<file path="src/common/alu_pkg.sv">
`default_nettype none

package alu_pkg;

  localparam int DATA_W = 32;
  localparam int RESULT_W = 64; // {hi, lo}

  typedef enum logic [4:0] {
    op_add  = 5'b00011,
    op_sub  = 5'b00100,
    op_shr  = 5'b00101,
    op_shra = 5'b00110,
    op_shl  = 5'b00111,
    op_ror  = 5'b01000,
    op_rol  = 5'b01001,
    op_and  = 5'b01010,
    op_or   = 5'b01011,
    op_mul  = 5'b01111,
    op_div  = 5'b10000,
    op_neg  = 5'b10001,
    op_not  = 5'b10010,
    op_nop  = 5'b11010
  } alu_op_e;

  typedef struct packed {
    alu_op_e             op;
    logic                inc_pc; // Overrides op
    logic [DATA_W-1:0]   a;
    logic [DATA_W-1:0]   b;
  } alu_req_t;

  typedef struct packed {
    logic [DATA_W-1:0] hi;
    logic [DATA_W-1:0] lo;
  } alu_result_t;

  typedef enum logic [2:0] {sh_shr, sh_shra, sh_shl, sh_ror, sh_rol} shift_op_e;

endpackage

`default_nettype wire

</file>
<file path="src/alu/alu_booth_mul.sv">
`default_nettype none

module alu_booth_mul (
  input  wire logic                         clock,
  input  wire logic                         reset,
  input  wire logic                         start,
  input  wire logic [alu_pkg::DATA_W-1:0]   multiplicand,
  input  wire logic [alu_pkg::DATA_W-1:0]   multiplier,
  output logic                              done,
  output logic      [alu_pkg::RESULT_W-1:0] product
);

  localparam int W = alu_pkg::DATA_W;

  logic         run;
  logic [3:0]   count;
  logic [W+1:0] mcand;    // Sign extended by two bits
  logic [W+1:0] acc;
  logic [W:0]   mq;       // {multiplier, q-1}
  logic [W+1:0] pp;
  logic [W+1:0] sum;

  // Radix-4 recoding of three multiplier bits
  always_comb begin
    case (mq[2:0])
      3'b001, 3'b010: pp = mcand;
      3'b011:         pp = mcand << 1;
      3'b100:         pp = -(mcand << 1);
      3'b101, 3'b110: pp = -mcand;
      default:        pp = '0;
    endcase
    sum = acc + pp;
  end

  assign product = {acc[W-1:0], mq[W:1]};

  always_ff @(posedge clock) begin
    if (reset) begin
      run   <= 1'b0;
      count <= '0;
      done  <= 1'b0;
    end else begin
      done <= 1'b0;
      if (start) begin
        run   <= 1'b1;
        count <= '0;
      end else if (run) begin
        count <= count + 4'd1;
        if (count == 4'd15) begin
          run  <= 1'b0;
          done <= 1'b1;
        end
      end
    end
  end

  always_ff @(posedge clock) begin
    if (start) begin
      mcand <= {{2{multiplicand[W-1]}}, multiplicand};
      acc   <= '0;
      mq    <= {multiplier, 1'b0};
    end else if (run) begin
      acc <= {{2{sum[W+1]}}, sum[W+1:2]}; // Arithmetic shift by two
      mq  <= {sum[1:0], mq[W:2]};
    end
  end

endmodule

`default_nettype wire

</file>
<file path="src/alu/alu_divider.sv">
`default_nettype none

module alu_divider (
  input  wire logic                       clock,
  input  wire logic                       reset,
  input  wire logic                       start,
  input  wire logic [alu_pkg::DATA_W-1:0] dividend,
  input  wire logic [alu_pkg::DATA_W-1:0] divisor,
  output logic                            done,
  output logic      [alu_pkg::DATA_W-1:0] quotient,
  output logic      [alu_pkg::DATA_W-1:0] remainder
);

  localparam int W = alu_pkg::DATA_W;

  logic         run;
  logic [4:0]   count;
  logic [W-1:0] rem_q;
  logic [W-1:0] quo_q;    // Dividend magnitude shifts out, quotient in
  logic [W-1:0] dvs_q;
  logic         qneg_q;
  logic         rneg_q;   // Remainder follows dividend sign
  logic         zero_q;
  logic [W:0]   shifted;
  logic [W:0]   diff;
  logic [W-1:0] rem_next;
  logic [W-1:0] quo_next;

  // One restoring step
  always_comb begin
    shifted  = {rem_q, quo_q[W-1]};
    diff     = shifted - {1'b0, dvs_q};
    rem_next = diff[W] ? shifted[W-1:0] : diff[W-1:0];
    quo_next = {quo_q[W-2:0], ~diff[W]};
  end

  always_ff @(posedge clock) begin
    if (reset) begin
      run   <= 1'b0;
      count <= '0;
      done  <= 1'b0;
    end else begin
      done <= 1'b0;
      if (start) begin
        run   <= 1'b1;
        count <= '0;
      end else if (run) begin
        count <= count + 5'd1;
        if (count == 5'd31) begin
          run  <= 1'b0;
          done <= 1'b1;
        end
      end
    end
  end

  always_ff @(posedge clock) begin
    if (start) begin
      rem_q  <= '0;
      quo_q  <= dividend[W-1] ? -dividend : dividend;
      dvs_q  <= divisor[W-1] ? -divisor : divisor;
      qneg_q <= dividend[W-1] ^ divisor[W-1];
      rneg_q <= dividend[W-1];
      zero_q <= (divisor == '0);
    end else if (run) begin
      rem_q <= rem_next;
      quo_q <= quo_next;
      if (count == 5'd31) begin
        // Zero divisor leaves |a| in the remainder, so only the quotient is forced
        quotient  <= zero_q ? '1 : (qneg_q ? -quo_next : quo_next);
        remainder <= rneg_q ? -rem_next : rem_next;
      end
    end
  end

endmodule

`default_nettype wire

</file>
<file path="src/alu/alu_logic_arith.sv">
`default_nettype none

module alu_logic_arith (
  input  wire logic [alu_pkg::DATA_W-1:0] a,
  input  wire logic [alu_pkg::DATA_W-1:0] b,
  output logic      [alu_pkg::DATA_W-1:0] and_out,
  output logic      [alu_pkg::DATA_W-1:0] or_out,
  output logic      [alu_pkg::DATA_W-1:0] add_out,
  output logic      [alu_pkg::DATA_W-1:0] sub_out,
  output logic      [alu_pkg::DATA_W-1:0] neg_out,
  output logic      [alu_pkg::DATA_W-1:0] not_out,
  output logic      [alu_pkg::DATA_W-1:0] inc_out
);

  localparam int W = alu_pkg::DATA_W;

  // Adder with carry in that every arithmetic output is built on
  function automatic logic [W-1:0] add_cin(
    input logic [W-1:0] x,
    input logic [W-1:0] y,
    input logic         cin
  );
    return x + y + {{(W-1){1'b0}}, cin};
  endfunction

  always_comb begin
    and_out = a & b;
    or_out  = a | b;
    not_out = ~b;
    add_out = add_cin(a, b, 1'b0);
    sub_out = add_cin(a, ~b, 1'b1);   // a + ~b + 1
    neg_out = add_cin('0, ~b, 1'b1);  // Two's complement of b
    inc_out = add_cin(a, '0, 1'b1);   // PC + 1
  end

endmodule

`default_nettype wire

</file>
<file path="src/alu/alu_shifter.sv">
`default_nettype none

module alu_shifter (
  input  wire logic [alu_pkg::DATA_W-1:0] a,
  input  wire logic [4:0]                 amount,
  input  wire alu_pkg::shift_op_e         sel,
  output logic      [alu_pkg::DATA_W-1:0] shift_out
);

  localparam int W = alu_pkg::DATA_W;

  logic [5:0][W-1:0] stage;
  logic              left;
  logic              rot;
  logic              fill;

  // Left ops run through the right-shift muxes on a bit-reversed word
  always_comb begin
    int src;
    left = (sel == alu_pkg::sh_shl) || (sel == alu_pkg::sh_rol);
    rot  = (sel == alu_pkg::sh_ror) || (sel == alu_pkg::sh_rol);
    fill = (sel == alu_pkg::sh_shra) && a[W-1]; // Sign fill only for shra
    for (int j = 0; j < W; j++) begin
      stage[0][j] = left ? a[W-1-j] : a[j];
    end
    for (int s = 0; s < 5; s++) begin
      for (int j = 0; j < W; j++) begin
        src = j + (1 << s);
        if (!amount[s]) begin
          stage[s+1][j] = stage[s][j];
        end else if (src < W || rot) begin
          stage[s+1][j] = stage[s][src % W]; // Wraps for rotates
        end else begin
          stage[s+1][j] = fill;
        end
      end
    end
    for (int j = 0; j < W; j++) begin
      shift_out[j] = left ? stage[5][W-1-j] : stage[5][j];
    end
  end

endmodule

`default_nettype wire

</file>
<file path="src/verilog/alu_unit.sv">
`default_nettype none

module alu_unit (
  input  wire logic                  clock,
  input  wire logic                  reset,
  input  wire logic                  start,
  input  wire alu_pkg::alu_req_t     req,
  output logic                       busy,
  output logic                       done,
  output alu_pkg::alu_result_t       result
);

  typedef enum logic [1:0] {st_idle, st_wait_mul, st_wait_div} state_e;

  state_e                          state;
  alu_pkg::alu_req_t               req_q;
  logic                            pend_q;
  logic                            accept;
  logic                            mul_start, mul_done;
  logic                            div_start, div_done;
  logic [alu_pkg::DATA_W-1:0]      and_out, or_out, add_out, sub_out;
  logic [alu_pkg::DATA_W-1:0]      neg_out, not_out, inc_out, shift_out;
  logic [alu_pkg::DATA_W-1:0]      quotient, remainder;
  logic [alu_pkg::RESULT_W-1:0]    product;
  alu_pkg::shift_op_e              shift_sel;
  alu_pkg::alu_result_t            single_val;

  assign busy = (state != st_idle);
  assign accept = start && !busy; // Starts while busy are dropped

  assign mul_start = pend_q && !req_q.inc_pc && (req_q.op == alu_pkg::op_mul);
  assign div_start = pend_q && !req_q.inc_pc && (req_q.op == alu_pkg::op_div);

  always_comb begin
    case (req_q.op)
      alu_pkg::op_shra: shift_sel = alu_pkg::sh_shra;
      alu_pkg::op_shl:  shift_sel = alu_pkg::sh_shl;
      alu_pkg::op_ror:  shift_sel = alu_pkg::sh_ror;
      alu_pkg::op_rol:  shift_sel = alu_pkg::sh_rol;
      default:          shift_sel = alu_pkg::sh_shr;
    endcase
  end

  always_comb begin
    single_val = '0; // hi stays zero for word ops
    if (req_q.inc_pc) begin
      single_val.lo = inc_out;
    end else begin
      case (req_q.op)
        alu_pkg::op_and:  single_val.lo = and_out;
        alu_pkg::op_or:   single_val.lo = or_out;
        alu_pkg::op_add:  single_val.lo = add_out;
        alu_pkg::op_sub:  single_val.lo = sub_out;
        alu_pkg::op_neg:  single_val.lo = neg_out;
        alu_pkg::op_not:  single_val.lo = not_out;
        alu_pkg::op_shr, alu_pkg::op_shra, alu_pkg::op_shl,
        alu_pkg::op_ror, alu_pkg::op_rol: single_val.lo = shift_out;
        default:          single_val.lo = '0; // nop and undefined codes
      endcase
    end
  end

  always_ff @(posedge clock) begin
    if (accept) begin
      req_q <= req;
    end
  end

  always_ff @(posedge clock) begin
    if (reset) begin
      state  <= st_idle;
      pend_q <= 1'b0;
      done   <= 1'b0;
      result <= '0;
    end else begin
      pend_q <= accept;
      done   <= 1'b0;
      case (state)
        st_idle: begin
          if (mul_start) begin
            state <= st_wait_mul;
          end else if (div_start) begin
            state <= st_wait_div;
          end else if (pend_q) begin
            done   <= 1'b1;
            result <= single_val;
          end
        end
        st_wait_mul: begin
          if (mul_done) begin
            done   <= 1'b1;
            result <= alu_pkg::alu_result_t'(product);
            state  <= st_idle;
          end
        end
        st_wait_div: begin
          if (div_done) begin
            done      <= 1'b1;
            result.hi <= remainder;
            result.lo <= quotient;
            state     <= st_idle;
          end
        end
        default: state <= st_idle;
      endcase
    end
  end

  alu_logic_arith u_logic_arith (
    .a(req_q.a), .b(req_q.b),
    .and_out(and_out), .or_out(or_out), .add_out(add_out), .sub_out(sub_out),
    .neg_out(neg_out), .not_out(not_out), .inc_out(inc_out)
  );

  alu_shifter u_shifter (
    .a(req_q.a), .amount(req_q.b[4:0]), .sel(shift_sel), .shift_out(shift_out)
  );

  alu_booth_mul u_booth_mul (
    .clock(clock), .reset(reset), .start(mul_start),
    .multiplicand(req_q.a), .multiplier(req_q.b),
    .done(mul_done), .product(product)
  );

  alu_divider u_divider (
    .clock(clock), .reset(reset), .start(div_start),
    .dividend(req_q.a), .divisor(req_q.b),
    .done(div_done), .quotient(quotient), .remainder(remainder)
  );

endmodule

`default_nettype wire
</file>
<file path="config.mk">
export PLATFORM = sky130hd
export DESIGN_NAME = alu_unit
export DESIGN_NICKNAME = d
export VERILOG_FILES = /design/src/common/alu_pkg.sv /design/src/alu/alu_booth_mul.sv /design/src/alu/alu_divider.sv /design/src/alu/alu_logic_arith.sv /design/src/alu/alu_shifter.sv /design/src/verilog/alu_unit.sv
export SDC_FILE = /design/constraint.sdc
export NUM_CORES = 1
export LEC_CHECK = 0
export BUFFER_PORTS_ARGS = -buffer_cell sky130_fd_sc_hd__buf_2
export CAP_MARGIN = 10
export CORE_UTILIZATION = 45
export CTS_BUF_LIST = sky130_fd_sc_hd__clkbuf_8 sky130_fd_sc_hd__clkbuf_16
export CTS_CLUSTER_DIAMETER = 150
export DETAILED_ROUTE_END_ITERATION = 10
export HOLD_SLACK_MARGIN = 0.08
export SKIP_CTS_REPAIR_TIMING = 1
export SLEW_MARGIN = 20
export SYNTH_ARGS = -nofsm -noshare
export SYNTH_HDL_FRONTEND = slang
export SYNTH_HIERARCHICAL = 1
export SYNTH_SLANG_ARGS = --single-unit
</file>
<file path="constraint.sdc">
create_clock -name clock -period 8.3 [get_ports clock]
set_clock_uncertainty 0.1 [all_clocks]
set_input_delay 2.075 -clock clock [delete_from_list [all_inputs] [get_ports clock]]
set_output_delay 2.075 -clock clock [all_outputs]
set_load 0.05 [all_outputs]
</file>
# Word-level counts from Yosys, hierarchy flattened

Cells that the tools add are included.

Flip-flop bits (word level): 411
Output and inout bits: 66
Input bits: 73
Word-level logic and storage cells: 402

$add $sub $neg: 15
Reductions and logical operators: 25
Muxes and demuxes: 293
Equal/unequal tests: 33
Bitwise operators: 8

Operators by type and width:

| cell                                                | count |
|---|---|
| 2-to-1 mux 64 bit                                   | 5 |
| 2-to-1 mux 1 bit                                    | 268 |
| 2-to-1 mux 32 bit                                   | 7 |
| case mux 32 bit (7 select lines)                    | 1 |
| case mux 64 bit (3 select lines)                    | 1 |
| case mux 34 bit (4 select lines)                    | 1 |
| negation 32 bit                                     | 4 |
| adder 32 x 1 -> 32 bit, second input constant       | 3 |
| negation 34 bit                                     | 2 |
| 2-to-1 mux 33 bit                                   | 2 |
| adder 32 bit                                        | 2 |
| adder 34 bit                                        | 1 |
| subtractor 33 x 32 -> 33 bit                        | 1 |
| bitwise AND 32 bit                                  | 1 |
| zero test 32 bit                                    | 1 |
| NOT 32 bit                                          | 1 |
| OR 32 bit                                           | 1 |
| 2-to-1 mux 31 bit                                   | 1 |
| equality test 5 x 4 -> 1 bit, second input constant | 5 |
| equality test 5 x 3 -> 1 bit, second input constant | 4 |
| equality test 5 bit, second input constant          | 4 |
| equality test 3 x 2 -> 1 bit, second input constant | 4 |
| equality test 3 bit, second input constant          | 4 |
| case mux 3 bit (4 select lines)                     | 1 |
| 26 further kinds                                    | 49 |

# Longest topological paths before layout

Gate-level depths: netlist of run 1.

Depth after elaboration: 18
Mapped depth: 24
Mapped depth without buffers: 20

# Cells and area by module

The synthesis of run 1 kept the hierarchy.

Modules (own cells, without submodules):

| module          | times used | area an instance (µm²) | seq. area each (µm²) | cells each |
|---|---|---|---|---|
| alu_divider     | 1          | 11,229.5               | 4,714.5              | 1,201 |
| alu_booth_mul   | 1          | 7,405.9                | 2,702.6              | 825 |
| alu_unit        | 1          | 7,319.5                | 3,463.3              | 705 |
| alu_logic_arith | 1          | 5,159.9                | 0.0                  | 778 |
| alu_shifter     | 1          | 3,896.2                | 0.0                  | 559 |

# Worst setup path before layout of run 1

Ideal clock, no wire load.

Path kind: flip-flop to flip-flop
From: reg req_q[69] (netlist name)
To: reg u_divider/quotient[0] (netlist name) (enable)
Arrival time: 6.188 ns
Setup slack: 1.432 ns
Path buffers: 2
Clock period less this slack: 6.868 ns
Required time: 7.620 ns
Library setup time: 0.580 ns
Cell stages (with the launch flop): 6
Cell sequence: edfxtp_1 buf_4 or3b_4 nor4_1 clkbuf_1 nor3b_1

Longest elaborated chain between the ends: 4

Ends and longest elaborated chain:

| what                                 | line              | RTL |
|---|---|---|
| from (decl)                          | alu_unit.sv:16    | `alu_pkg::alu_req_t req_q;` |
| from (signal assigned)               | alu_unit.sv:65    | `req_q <= req;` |
| equality test 5 bit                  | alu_unit.sv:32    | `assign div_start = pend_q && !req_q.inc_pc && (req_q.op == alu_pkg::op_div);` |
| logical AND 1 bit                    | alu_unit.sv:32    |  |
| via div_start                        | alu_unit.sv:20    | `logic div_start, div_done;` |
| NOT 1 bit (no source line)           | --                |  |
| AND reduction 3 bit (no source line) | --                |  |
| to (signal assigned)                 | alu_divider.sv:70 | `quotient <= zero_q ? '1 : (qneg_q ? -quo_next : quo_next);` |
| to (decl)                            | alu_divider.sv:10 | `output logic [alu_pkg::DATA_W-1:0] quotient,` |

The timed path passes the listed nets, and every way through them passes these cells.
A chain may end at the register's enable or synchronous reset.

# Worst setup path after layout of run 1

From: reg req_q[68] (netlist name)
To: reg result[26] (netlist name)

Longest elaborated chain between the ends: 18
Elaborated cells on any way between the ends: 133
Those cells by class: eq/ne (19); mux (107); reduce/logical (7)

Ends and longest elaborated chain:

| what                                                                                | line                                 | RTL |
|---|---|---|
| equality test 5 x 4 -> 1 bit / equality test 5 x 3 -> 1 bit (equally long branches) | alu_unit.sv:35                       | `case (req_q.op)` |
| case mux 3 bit (4 select lines) (*)                                                 | alu_unit.sv:35                       |  |
| via shift_sel[2]                                                                    | alu_unit.sv:25                       | `alu_pkg::shift_op_e shift_sel;` |
| equality test 3 x 2 -> 1 bit / equality test 3 bit (equally long branches)          | alu_shifter.sv:20, alu_shifter.sv:21 |  |
| logical OR 1 bit                                                                    | alu_shifter.sv:20                    | `left = (sel == alu_pkg::sh_shl) \|\| (sel == alu_pkg::sh_rol);` |
| 2-to-1 mux 1 bit                                                                    | alu_shifter.sv:24                    | `stage[0][j] = left ? a[W-1-j] : a[j];` |
| 2-to-1 mux 1 bit (on tied branches)                                                 | alu_shifter.sv:29, alu_shifter.sv:31 |  |
| 2-to-1 mux 1 bit (on tied branches)                                                 | alu_shifter.sv:31, alu_shifter.sv:29 |  |
| (+4 left out)                                                                       | --                                   |  |
| 2-to-1 mux 1 bit (*)                                                                | alu_shifter.sv:39                    | `shift_out[j] = left ? stage[5][W-1-j] : stage[5][j];` |
| via shift_out, one bit                                                              | alu_unit.sv:22                       | `logic [alu_pkg::DATA_W-1:0] neg_out, not_out, inc_out, shift_out;` |
| case mux 32 bit (7 select lines) (*)                                                | alu_unit.sv:49                       | `case (req_q.op)` |
| 2-to-1 mux 32 bit (*)                                                               | alu_unit.sv:46                       | `if (req_q.inc_pc) begin` |
| 2-to-1 mux 64 bit (*)                                                               | alu_unit.sv:84                       | `end else if (pend_q) begin` |
| 2-to-1 mux 64 bit (*)                                                               | alu_unit.sv:82                       | `end else if (div_start) begin` |
| 2-to-1 mux 64 bit (*)                                                               | alu_unit.sv:80                       | `if (mul_start) begin` |
| case mux 64 bit (3 select lines) (*)                                                | alu_unit.sv:78                       | `case (state)` |
| to (signal assigned)                                                                | alu_unit.sv:86                       | `result <= single_val;` |
| to (signal assigned)                                                                | alu_unit.sv:92                       | `result <= alu_pkg::alu_result_t'(product);` |
| to (decl)                                                                           | alu_unit.sv:10                       | `output alu_pkg::alu_result_t result` |

The timed path passes the listed nets; every way through them passes the cells marked *. The select of a mux whose other input is x is not followed.

==> impl_summary.md, run 1 <==
Yosys
The number of nets in the synthesized netlist is 4319. The post-synthesis average cell area is 8.606 um2. The Yosys step of the flow raised 6 warnings. The area share of xor/xnor cells in the synthesized design is approximately 8.3%.

The part of the Yosys area used for sequential elements is a little over 30%. By area, the combinational part of the netlist is dominated by compound AO/OA/AOI/OAI gates. The commonest register cell after synthesis is sky130_fd_sc_hd__edfxtp_1.

After Yosys synthesis, and, or, nand and nor cells account for between 10% and 20% of the synthesized area. The number of different library cells used by synthesis comes to 120. Summing the areas of all fa, ha and maj instances in the mapped netlist gives around 6.4% of the synthesized area. The number of flops mapped to enable cells by yosys is between 200 and 300.

After synthesis, the share of cell area in mux cells is 4.917%. The number of flip-flops and latches in the synthesized netlist is ~410. After synthesis, the share of flip-flops with an asynchronous set or reset is 0%.

The synthesized-area fraction occupied by ao, oa, aoi and oai cells is about a quarter. The number of instances in the synthesized netlist is 4068. Summing every instance area after synthesis gives about 35000 um2.

Timing
The shortest clock period the worst path allows after layout is approximately 6000 ps. For the pin with the worst max-slew slack, the measured transition is around 1200 ps. After routing, the total negative slack on setup checks comes to 0 ps.

Setup repair after global routing left no endpoint under its margin. The highest attainable clock frequency is around 170 MHz. The final count of negative-setup-slack endpoints is 0. The final cycle utilization of the critical path is between 70% and 80%. The number of slew-limit violations in the final report was 0. Headroom to the max-slew limit came out at slightly above 20%. The hold violation total from the final report is 0.

GRT
The total congestion overflow after global routing is 0. The initial antenna violation count is 5. The wire length of the first global-routing pass is 198.2 mm. The global-route total usage across every layer is between 30% and 40%. The maximum number of pins on one net before global-route repair is between 100 and 150.

The via count of the first global-routing pass is slightly above 30000.

Die
The initial core utilization is a little under half. around 140 I/O pins were placed. The area of the die is around 79000 um2. The placeable core region is between 70000 and 80000 um2.

From bottom edge to top edge, the die measures between 200 and 300 um. The number of standard-cell rows in the floorplan is ~100. The x dimension of the die is approximately 280 um.

Layout
The layout cell share with drive strength beyond 1 is between 10% and 20%. The layout overhead on the synthesized area is 8.680%. The utilization after layout is between 40% and 50%. For this run, the post-layout net count is 4302. The finished layout cell area is about 38000 um2. The diode insertion count for antenna repair is 0.

Worst setup path
For the worst setup path, the data required time is 8650 ps. The register-to-register path setup slack is 2270 ps. The slowest stage of the critical path is the sky130_fd_sc_hd__xor2_4 cell. The endpoint class of the critical path is a flip-flop.

Walking the worst path, the cells encountered are or3b_1 > nor2_1 > xor2_4 > nand2_2 > buf_4 > mux4_2 > mux4_2 > a221oi_1 > a221oi_1 > mux2_2 > a222oi_1 > a31o_2 > a311oi_2. The family with the most delay on the worst path is simple AND/OR/NAND/NOR gates. The total buffers and inverters traversed by the critical path is 1.

The worst setup path is launched from a flip-flop. In this run the worst path has a maximum fanout of 32. The largest single stage delay on the critical path is around 850 ps. The arrival time of data at the critical path endpoint is about 6400 ps.

The beginning of the worst register-to-register path is req_q[68]. The worst register-to-register path ends at result[26]. The start-to-end type of the worst setup path is reg -> reg. For the worst flop-to-flop path, the logic depth is 13.

Power
The worst-case IR drop observed on VDD is between 0.00015 and 0.0002 V. Summing internal, switching and leakage power gives between 0.007 and 0.008 W. The power per unit of standard cell area is 203.3 nW/um2. In this run the static leakage power is about 14 nW.

Placement
During placement, the flow inserted port buffers numbering approximately 140. The final RePlAce weighted congestion is 1.008. The post-detailed-placement cell area is roughly 36000 um2. After legalization and detailed placement, the total HPWL measured between 90 and 100 mm.

Run
The total of max-cap violations is 0.

Routing
In the routed design, unresolved DRC markers number 0. The wire length after detailed routing is around 140 mm. The detailed router placed 33420 vias in this run. The post-detailed-route via-to-cell ratio is about 6.5. The detail route stage leaves a number of antenna-violating nets equal to 0.

After detailed routing, the average wire length per cell comes to 26.39 um. For this run, the detailed router's first-pass iteration total came to 11. After the first detailed-routing iteration, the DRC count stood at ~4600.

Clocking
TritonCTS built the clock tree. The H-tree depth is 2. The buffer levels on the longest clock path is 3. The total number of clock tree sinks is 411. The number of buffers created by CTS is slightly below 50. At the later pin of the worst-skew pair, clock insertion delay measures around 640 ps. Clock-pin slew was measured on the worst setup and hold paths at around 60 ps.

The root buffer cell is sky130_fd_sc_hd__clkbuf_16.

Min path
The min-delay analysis places its worst path in the category reg -> reg. Along the worst hold path, the cell count comes to 2. For hold timing, the worst endpoint is result[50]. The startpoint identified for the worst hold timing path is result[50].

Outcome
The flow ran to the end, and the final reports show no timing, DRC or antenna violations.
## routing by layer
metal  share of wire, %  GRT usage [%]  vias up
met3                 11          7.266      360
li1                   -              -    15190
met4                5.3          15.54        2
met2                 44          51.70     2011
met1                 40          43.75    15850
met5             0.0096              0        -
## registers in the layout (all words and copies together), names as in the netlist, 2 cells and up
signal / flops
state: 2
u_booth_mul/mq: 33
u_divider/count: 5
u_booth_mul/acc: 32
u_booth_mul/mcand: 32
u_divider/dvs_q: 32
req_q: 70
u_divider/remainder: 32
u_booth_mul/count: 4
u_divider/quo_q: 32
u_divider/quotient: 32
result: 64
u_divider/rem_q: 32
## power breakdown
part           total [W]  switching, W  leakage [nW]  internal [W]
logic            0.00284       0.00182          9.72       0.00101
registers        0.00261      0.000260          3.65       0.00235
clock network    0.00229      0.000973         0.852       0.00131
total            0.00773       0.00306          14.2       0.00468
## placed cells by master, fill, tap and decap left out, types with 25 or more instances in the layout
master	instances
sky130_fd_sc_hd__o22ai_1	27
sky130_fd_sc_hd__o211ai_1	34
sky130_fd_sc_hd__ha_1	171
sky130_fd_sc_hd__nand4_1	44
sky130_fd_sc_hd__or3_1	43
sky130_fd_sc_hd__buf_2	137
sky130_fd_sc_hd__nand2_1	387
sky130_fd_sc_hd__xor2_1	117
sky130_fd_sc_hd__a22oi_1	110
sky130_fd_sc_hd__nand2b_1	54
sky130_fd_sc_hd__mux2i_1	100
sky130_fd_sc_hd__clkbuf_16	50
sky130_fd_sc_hd__a21oi_1	285
sky130_fd_sc_hd__edfxtp_1	265
sky130_fd_sc_hd__a211oi_1	86
sky130_fd_sc_hd__a31oi_1	44
sky130_fd_sc_hd__nor2_1	285
sky130_fd_sc_hd__nor3_1	85
sky130_fd_sc_hd__a22o_1	80
sky130_fd_sc_hd__a221oi_1	40
sky130_fd_sc_hd__nand3_1	99
sky130_fd_sc_hd__nor4_1	41
sky130_fd_sc_hd__dfxtp_1	145
sky130_fd_sc_hd__a21o_1	37
sky130_fd_sc_hd__o31ai_1	58
sky130_fd_sc_hd__and3_1	25
sky130_fd_sc_hd__o21ai_0	168
sky130_fd_sc_hd__inv_1	221
sky130_fd_sc_hd__a222oi_1	27
sky130_fd_sc_hd__nor2b_1	39
sky130_fd_sc_hd__buf_4	78
sky130_fd_sc_hd__xnor2_1	208
## per-stage QoR
step / hold slack, ps / setup slack, ps / instances
6_report: 351.8 / 2273 / 5122
5_1_grt: 374.4 / 2061 / 5122
4_1_cts: 352.3 / 2391 / 5121
3_5_place_dp: 344.2 / 2387 / 5029
3_3_place_gp: 340.2 / 2493 / 5029
2_1_floorplan: 354.5 / 1432 / 4068
## final cells by class
type | count | area (um2)
Clock inverter | 37 | 389.1
Multi-Input combinational cell | 3152 | 22030
Sequential cell | 411 | 10880
Clock buffer | 55 | 1320
Inverter | 220 | 829.5
Timing Repair Buffer | 217 | 1306
Tap cell | 1030 | 1289
Fill cell | 7350 | 38400
## logic make-up (layout without fill, tap and decap cells)
| family | count (synthesis) | count (layout) |
|---|---|---|
| and+or+nand+nor | 1241 | 1241 |
| muxes | 142 | 142 |
| xor gates and xnor gates | 327 | 327 |
| DFF | 411 | 411 |
| AOI/OAI and AO/OA | 1264 | 1264 |
| adders and majority gates | 178 | 178 |
| buffers and inverters | 505 | 529 |
## synth_stat cells (15+ instances only)
cell / number / area [um2]
sky130_fd_sc_hd__nand2_1: 387 / 1453
sky130_fd_sc_hd__nor2_1: 290 / 1089
sky130_fd_sc_hd__a21oi_1: 285 / 1426
sky130_fd_sc_hd__edfxtp_1: 265 / 7958
sky130_fd_sc_hd__inv_1: 213 / 799.5
sky130_fd_sc_hd__xnor2_1: 208 / 1822
sky130_fd_sc_hd__ha_1: 174 / 2177
sky130_fd_sc_hd__clkbuf_1: 171 / 641.9
sky130_fd_sc_hd__o21ai_0: 168 / 840.8
sky130_fd_sc_hd__dfxtp_1: 146 / 2923
sky130_fd_sc_hd__xor2_1: 117 / 1025
sky130_fd_sc_hd__a22oi_1: 110 / 825.8
sky130_fd_sc_hd__mux2i_1: 100 / 1001
sky130_fd_sc_hd__nand3_1: 99 / 495.5
sky130_fd_sc_hd__nor3_1: 87 / 435.4
sky130_fd_sc_hd__a211oi_1: 86 / 645.6
sky130_fd_sc_hd__a22o_1: 80 / 700.7
sky130_fd_sc_hd__o31ai_1: 58 / 435.4
sky130_fd_sc_hd__nand2b_1: 54 / 337.8
sky130_fd_sc_hd__buf_4: 48 / 360.4
sky130_fd_sc_hd__a31oi_1: 44 / 275.3
sky130_fd_sc_hd__nand4_1: 44 / 275.3
sky130_fd_sc_hd__or3_1: 43 / 269.0
sky130_fd_sc_hd__nor4_1: 42 / 262.8
sky130_fd_sc_hd__a221oi_1: 40 / 350.3
sky130_fd_sc_hd__nor2b_1: 40 / 250.2
sky130_fd_sc_hd__a21o_1: 37 / 277.8
sky130_fd_sc_hd__buf_2: 37 / 185.2
sky130_fd_sc_hd__o211ai_1: 34 / 255.2
sky130_fd_sc_hd__a222oi_1: 27 / 270.3
sky130_fd_sc_hd__o22ai_1: 27 / 168.9
sky130_fd_sc_hd__and3_1: 26 / 162.7
sky130_fd_sc_hd__o21bai_1: 23 / 172.7
sky130_fd_sc_hd__buf_1: 22 / 82.58
sky130_fd_sc_hd__mux4_2: 22 / 495.5
sky130_fd_sc_hd__a311oi_2: 20 / 300.3
sky130_fd_sc_hd__a31o_2: 20 / 175.2
sky130_fd_sc_hd__and2_1: 20 / 125.1
sky130_fd_sc_hd__mux2_2: 20 / 225.2
sky130_fd_sc_hd__o41ai_1: 18 / 157.7
sky130_fd_sc_hd__or4_1: 18 / 135.1
sky130_fd_sc_hd__a211o_1: 17 / 148.9
sky130_fd_sc_hd__o221ai_1: 17 / 148.9
sky130_fd_sc_hd__or2_2: 15 / 93.84
## worst max-delay path by stage
stage,slack [ps],from,to,depth (start not counted)
after floorplan,1430,req_q[69],u_divider/quotient[0],5
final,2270,req_q[68],result[26],13
after detailed placement,2390,req_q[69],result[26],13
after global routing,2060,req_q[69],result[26],13
after CTS,2390,req_q[69],result[26],13
after global placement,2490,req_q[69],result[26],13
## worst reg2reg max path: cells and delay by family (launching register included)
kind / cells / cell delay (ps)
multiplexers: 3 / 1400
buffers and inverters: 1 / 340
flip-flops: 1 / 600
XOR/XNOR: 1 / 850
AO/OA/AOI/OAI: 5 / 1050
AND/OR/NAND/NOR: 3 / 1520
Note: power is estimated with default switching activity, not from simulation.
==> inputs of run 2 (changes only) <==
==> constraint.sdc (replaced) <==
create_clock -name clock -period 5.9 [get_ports clock]
set_clock_uncertainty 0.1 [all_clocks]
set_input_delay 1.475 -clock clock [delete_from_list [all_inputs] [get_ports clock]]
set_output_delay 1.475 -clock clock [all_outputs]
set_load 0.05 [all_outputs]
==> impl_summary.md, run 2 (same netlist as run 1, synthesis figures left out) <==
Outcome
The run finished, with violations left. The checks that failed: design-rule violations.

Worst setup path
In this run the worst setup path terminates at result[27]. The cell family contributing the most delay on the critical path is compound AO/OA/AOI/OAI gates. The slowest stage of the critical path is the sky130_fd_sc_hd__o31ai_1 cell. The stage delay of the slowest cell on the critical path is 780 ps (-70 ps).

The register-to-register path setup slack was 350 ps (-1920 ps). The arrival time of data at the critical path endpoint is 5980 ps (-400 ps). The worst reg-to-reg path cell count was 15 (+2).

The worst register-to-register path begins at req_q[66]. The endpoint class of the critical path is a flip-flop. The path length in cells of the critical path was 15 (+2).

The required time of the critical path was 6330 ps (-2320 ps). STA classifies the critical path startpoint as a flip-flop. The total buffers and inverters traversed by the critical path is 2 (+1).

The highest net fanout along the worst path came to 35 (+9.4%). The start-to-end type of the worst setup path is reg -> reg. Walking the worst path, the cells encountered are or2_2 > o22a_1 > nor2_1 > buf_4 > xnor2_4 > a211oi_1 > nor2_1 > mux4_2 > o22ai_1 > a21oi_1 > o31ai_1 > buf_4 > a222oi_1 > a31o_2 > a311oi_2. The most critical setup path has its startpoint at req_q[66]. The destination of the worst register-to-register timing path is result[27].

Timing
The worst slew slack as a fraction of its limit came to 22.31% (+2.1 points). The transition time at the pin with the least slew margin is 1159 ps (-33.20 ps). The highest attainable clock frequency came to 180.2 MHz (+8.6%). The final count of negative-setup-slack endpoints came to 0 (unchanged). Setup repair after global routing left no endpoint under its margin. The hold violation total from the final report is 0 (unchanged). The final cycle utilization of the critical path is 94.05% (+21 points). The number of slew-limit violations in the final report is 0 (unchanged).

The sum of negative setup slack is 0 ps (unchanged). The tightest hold margin is 349.0 ps (-2.743 ps). The shortest clock period the worst path allows after layout is 5549 ps (-477.6 ps).

Layout
Leaving out fill and tap cells, the most frequent cell in the layout is sky130_fd_sc_hd__nand2_1. The top cell types in the final layout, fill and taps aside, are 387 x sky130_fd_sc_hd__nand2_1, 286 x sky130_fd_sc_hd__nor2_1, 285 x sky130_fd_sc_hd__a21oi_1. The final-stage net count came to 4333 (+0.72%). The largest registers in the layout are req_q: 70 flops, result: 64 flops, u_booth_mul/mq: 33 flops. The final standard cell count with taps included and fillers excluded is 5156 (+0.66%). The register with the most flip-flops is req_q. From synthesis to final layout, the design area changed by 9.374%.

The layout cell share with drive strength beyond 1 is 11.98% (+0.74 points). The flip-flop count of the largest register after layout is 70 (unchanged).

Routing
The post-detailed-route via-to-cell ratio is 6.580 (+0.86%). The total number of vias came to 33930 (+1.5%). The remaining design rule violation count is 3 (+3). The DRC violation total after the first TritonRoute iteration is 4621 (-0.19%).

The number of detailed-route iterations in the first pass is 11 (unchanged). The wire length after detailed routing is 139.2 mm (+3.0%). The detail-routed net length per standard cell is 27.01 um (+2.3%). The remaining antenna violation count is 0 (unchanged).

Power
The relative contribution of the clock network to total power came to 29.4% (-0.2 points). The switching fraction of total power is 39.52% (about the same). The net load switching power came to 0.004328 W (+42%). The power per unit of standard cell area came to 286.0 nW/um2 (+41%). The total internal power is 0.006622 W (+42%). The worst voltage drop across the vdd grid is 0.0002724 V (+74%). The share of power burned in combinational logic is 37.0% (+0.3 points).

The total design power is 0.01095 W (+42%). The leakage component of the power is 14.37 nW (+1.0%). The sequential share of power was 33.6% (-0.2 points).

Run
The total of max-cap violations is 0 (unchanged).

Die
The placeable core region was 76450 um2 (unchanged). The x dimension of the die is 280.9 um (unchanged). The area of the die is 78920 um2 (unchanged). The die outline height is 280.9 um (unchanged). The initial core utilization came to 45.79% (unchanged).

The number of ports placed on the die boundary was 139 (unchanged). The number of standard-cell rows in the floorplan is 101 (unchanged).

Clocking
CTS placed an instance of sky130_fd_sc_hd__clkbuf_16 at the clock tree root. The CTS tree is built. The buffer levels on the longest clock path is 3 (unchanged). The number of buffers created by CTS is 48 (-2.0%). The clock transition at the register clock pins on the worst setup and hold paths after CTS is 70 ps (about the same). The insertion delay of the later-clocked pin in the worst-skew pair is 620 ps (-20 ps). The total number of clock tree sinks is 411 (unchanged). The H-tree depth was 2 (unchanged).

GRT
The maximum number of pins on one net before global-route repair is 103 (-27%). The global-route total usage across every layer is 34.27% (+1.0 points). The wire length of the first global-routing pass is 203.3 mm (+2.6%). The initial antenna violation count came to 10 (+5). The via count of the first global-routing pass was 30830 (+1.1%). The total congestion overflow after global routing came to 0 (unchanged).

Min path
The class of the worst hold path is reg -> reg.

Placement
The final RePlAce weighted congestion is 1.015 (+0.74%). The half-perimeter wire length after placement is 102.9 mm (+5.1%). The total placed cells including tap cells is 5062 (+0.66%). The port buffer count is 138 (unchanged).
-- run 2: final cells by class --
class | instances | area [um2]
antenna | 4 | 10.01
clock buffer | 59 | 1386
clock inverter | 31 | 304.0
fill | 7334 | 38160
inverter | 220 | 829.5
multi-input combinational | 3152 | 22050
sequential | 411 | 10880
tap | 1030 | 1289
timing repair buffer | 249 | 1539
-- run 2: metrics by stage --
| step | cell area [um2] | setup WS [ps] | utilization (%) |
|---|---|---|---|
| after floorplan | 35020 | 809.6 | - |
| after global placement | 36590 | 571.5 | 47.85 |
| after detailed placement | 36590 | 553.1 | 47.85 |
| after CTS | 38280 | 535.7 | 50.06 |
| after global routing | 38280 | 187.3 | 50.07 |
| final | 38290 | 350.9 | 50.09 |
-- run 2: worst min path at each step --
stage                   startpoint             endpoint  slack [ps]  depth (start not counted)
2_1_floorplan  u_booth_mul/acc[11]  u_booth_mul/acc[11]         350                          2
3_3_place_gp            result[52]           result[52]         340                          2
3_5_place_dp            result[49]           result[49]         340                          2
4_1_cts                 result[49]           result[49]         350                          2
5_1_grt                 result[42]           result[42]         370                          2
6_report                result[42]           result[42]         350                          2
-- run 2: per-layer routing --
layer	vias up	share of wire (%)	wire length [um]	GRT usage, %
met1	16110	40	55510	44.87
met5	-	0	0	0
met2	2144	43	60190	52.29
met3	394	10	14530	6.950
li1	15280	-	-	-
met4	0	6.5	9015	19.77
-- run 2: power by group through the flow --
stage	Clock (W)	Combinational, W	Sequential (W)
3_3_place_gp	0	0.00393	0.00373
4_1_cts	0.00325	0.00394	0.00367
5_1_grt	0.00335	0.00436	0.00369
3_5_place_dp	0	0.00392	0.00373
6_report	0.00322	0.00405	0.00368
2_1_floorplan	0	0.00284	0.00360
-- run 2: worst register-to-register path, stage by stage (launching register included) --
cell	delay (ps)
sky130_fd_sc_hd__edfxtp_1	520
sky130_fd_sc_hd__or2_2	420
sky130_fd_sc_hd__o22a_1	210
sky130_fd_sc_hd__nor2_1	460
sky130_fd_sc_hd__buf_4	250
sky130_fd_sc_hd__xnor2_4	290
sky130_fd_sc_hd__a211oi_1	460
sky130_fd_sc_hd__nor2_1	120
sky130_fd_sc_hd__mux4_2	510
sky130_fd_sc_hd__o22ai_1	400
sky130_fd_sc_hd__a21oi_1	130
sky130_fd_sc_hd__o31ai_1	780
sky130_fd_sc_hd__buf_4	240
sky130_fd_sc_hd__a222oi_1	60
sky130_fd_sc_hd__a31o_2	270
sky130_fd_sc_hd__a311oi_2	260
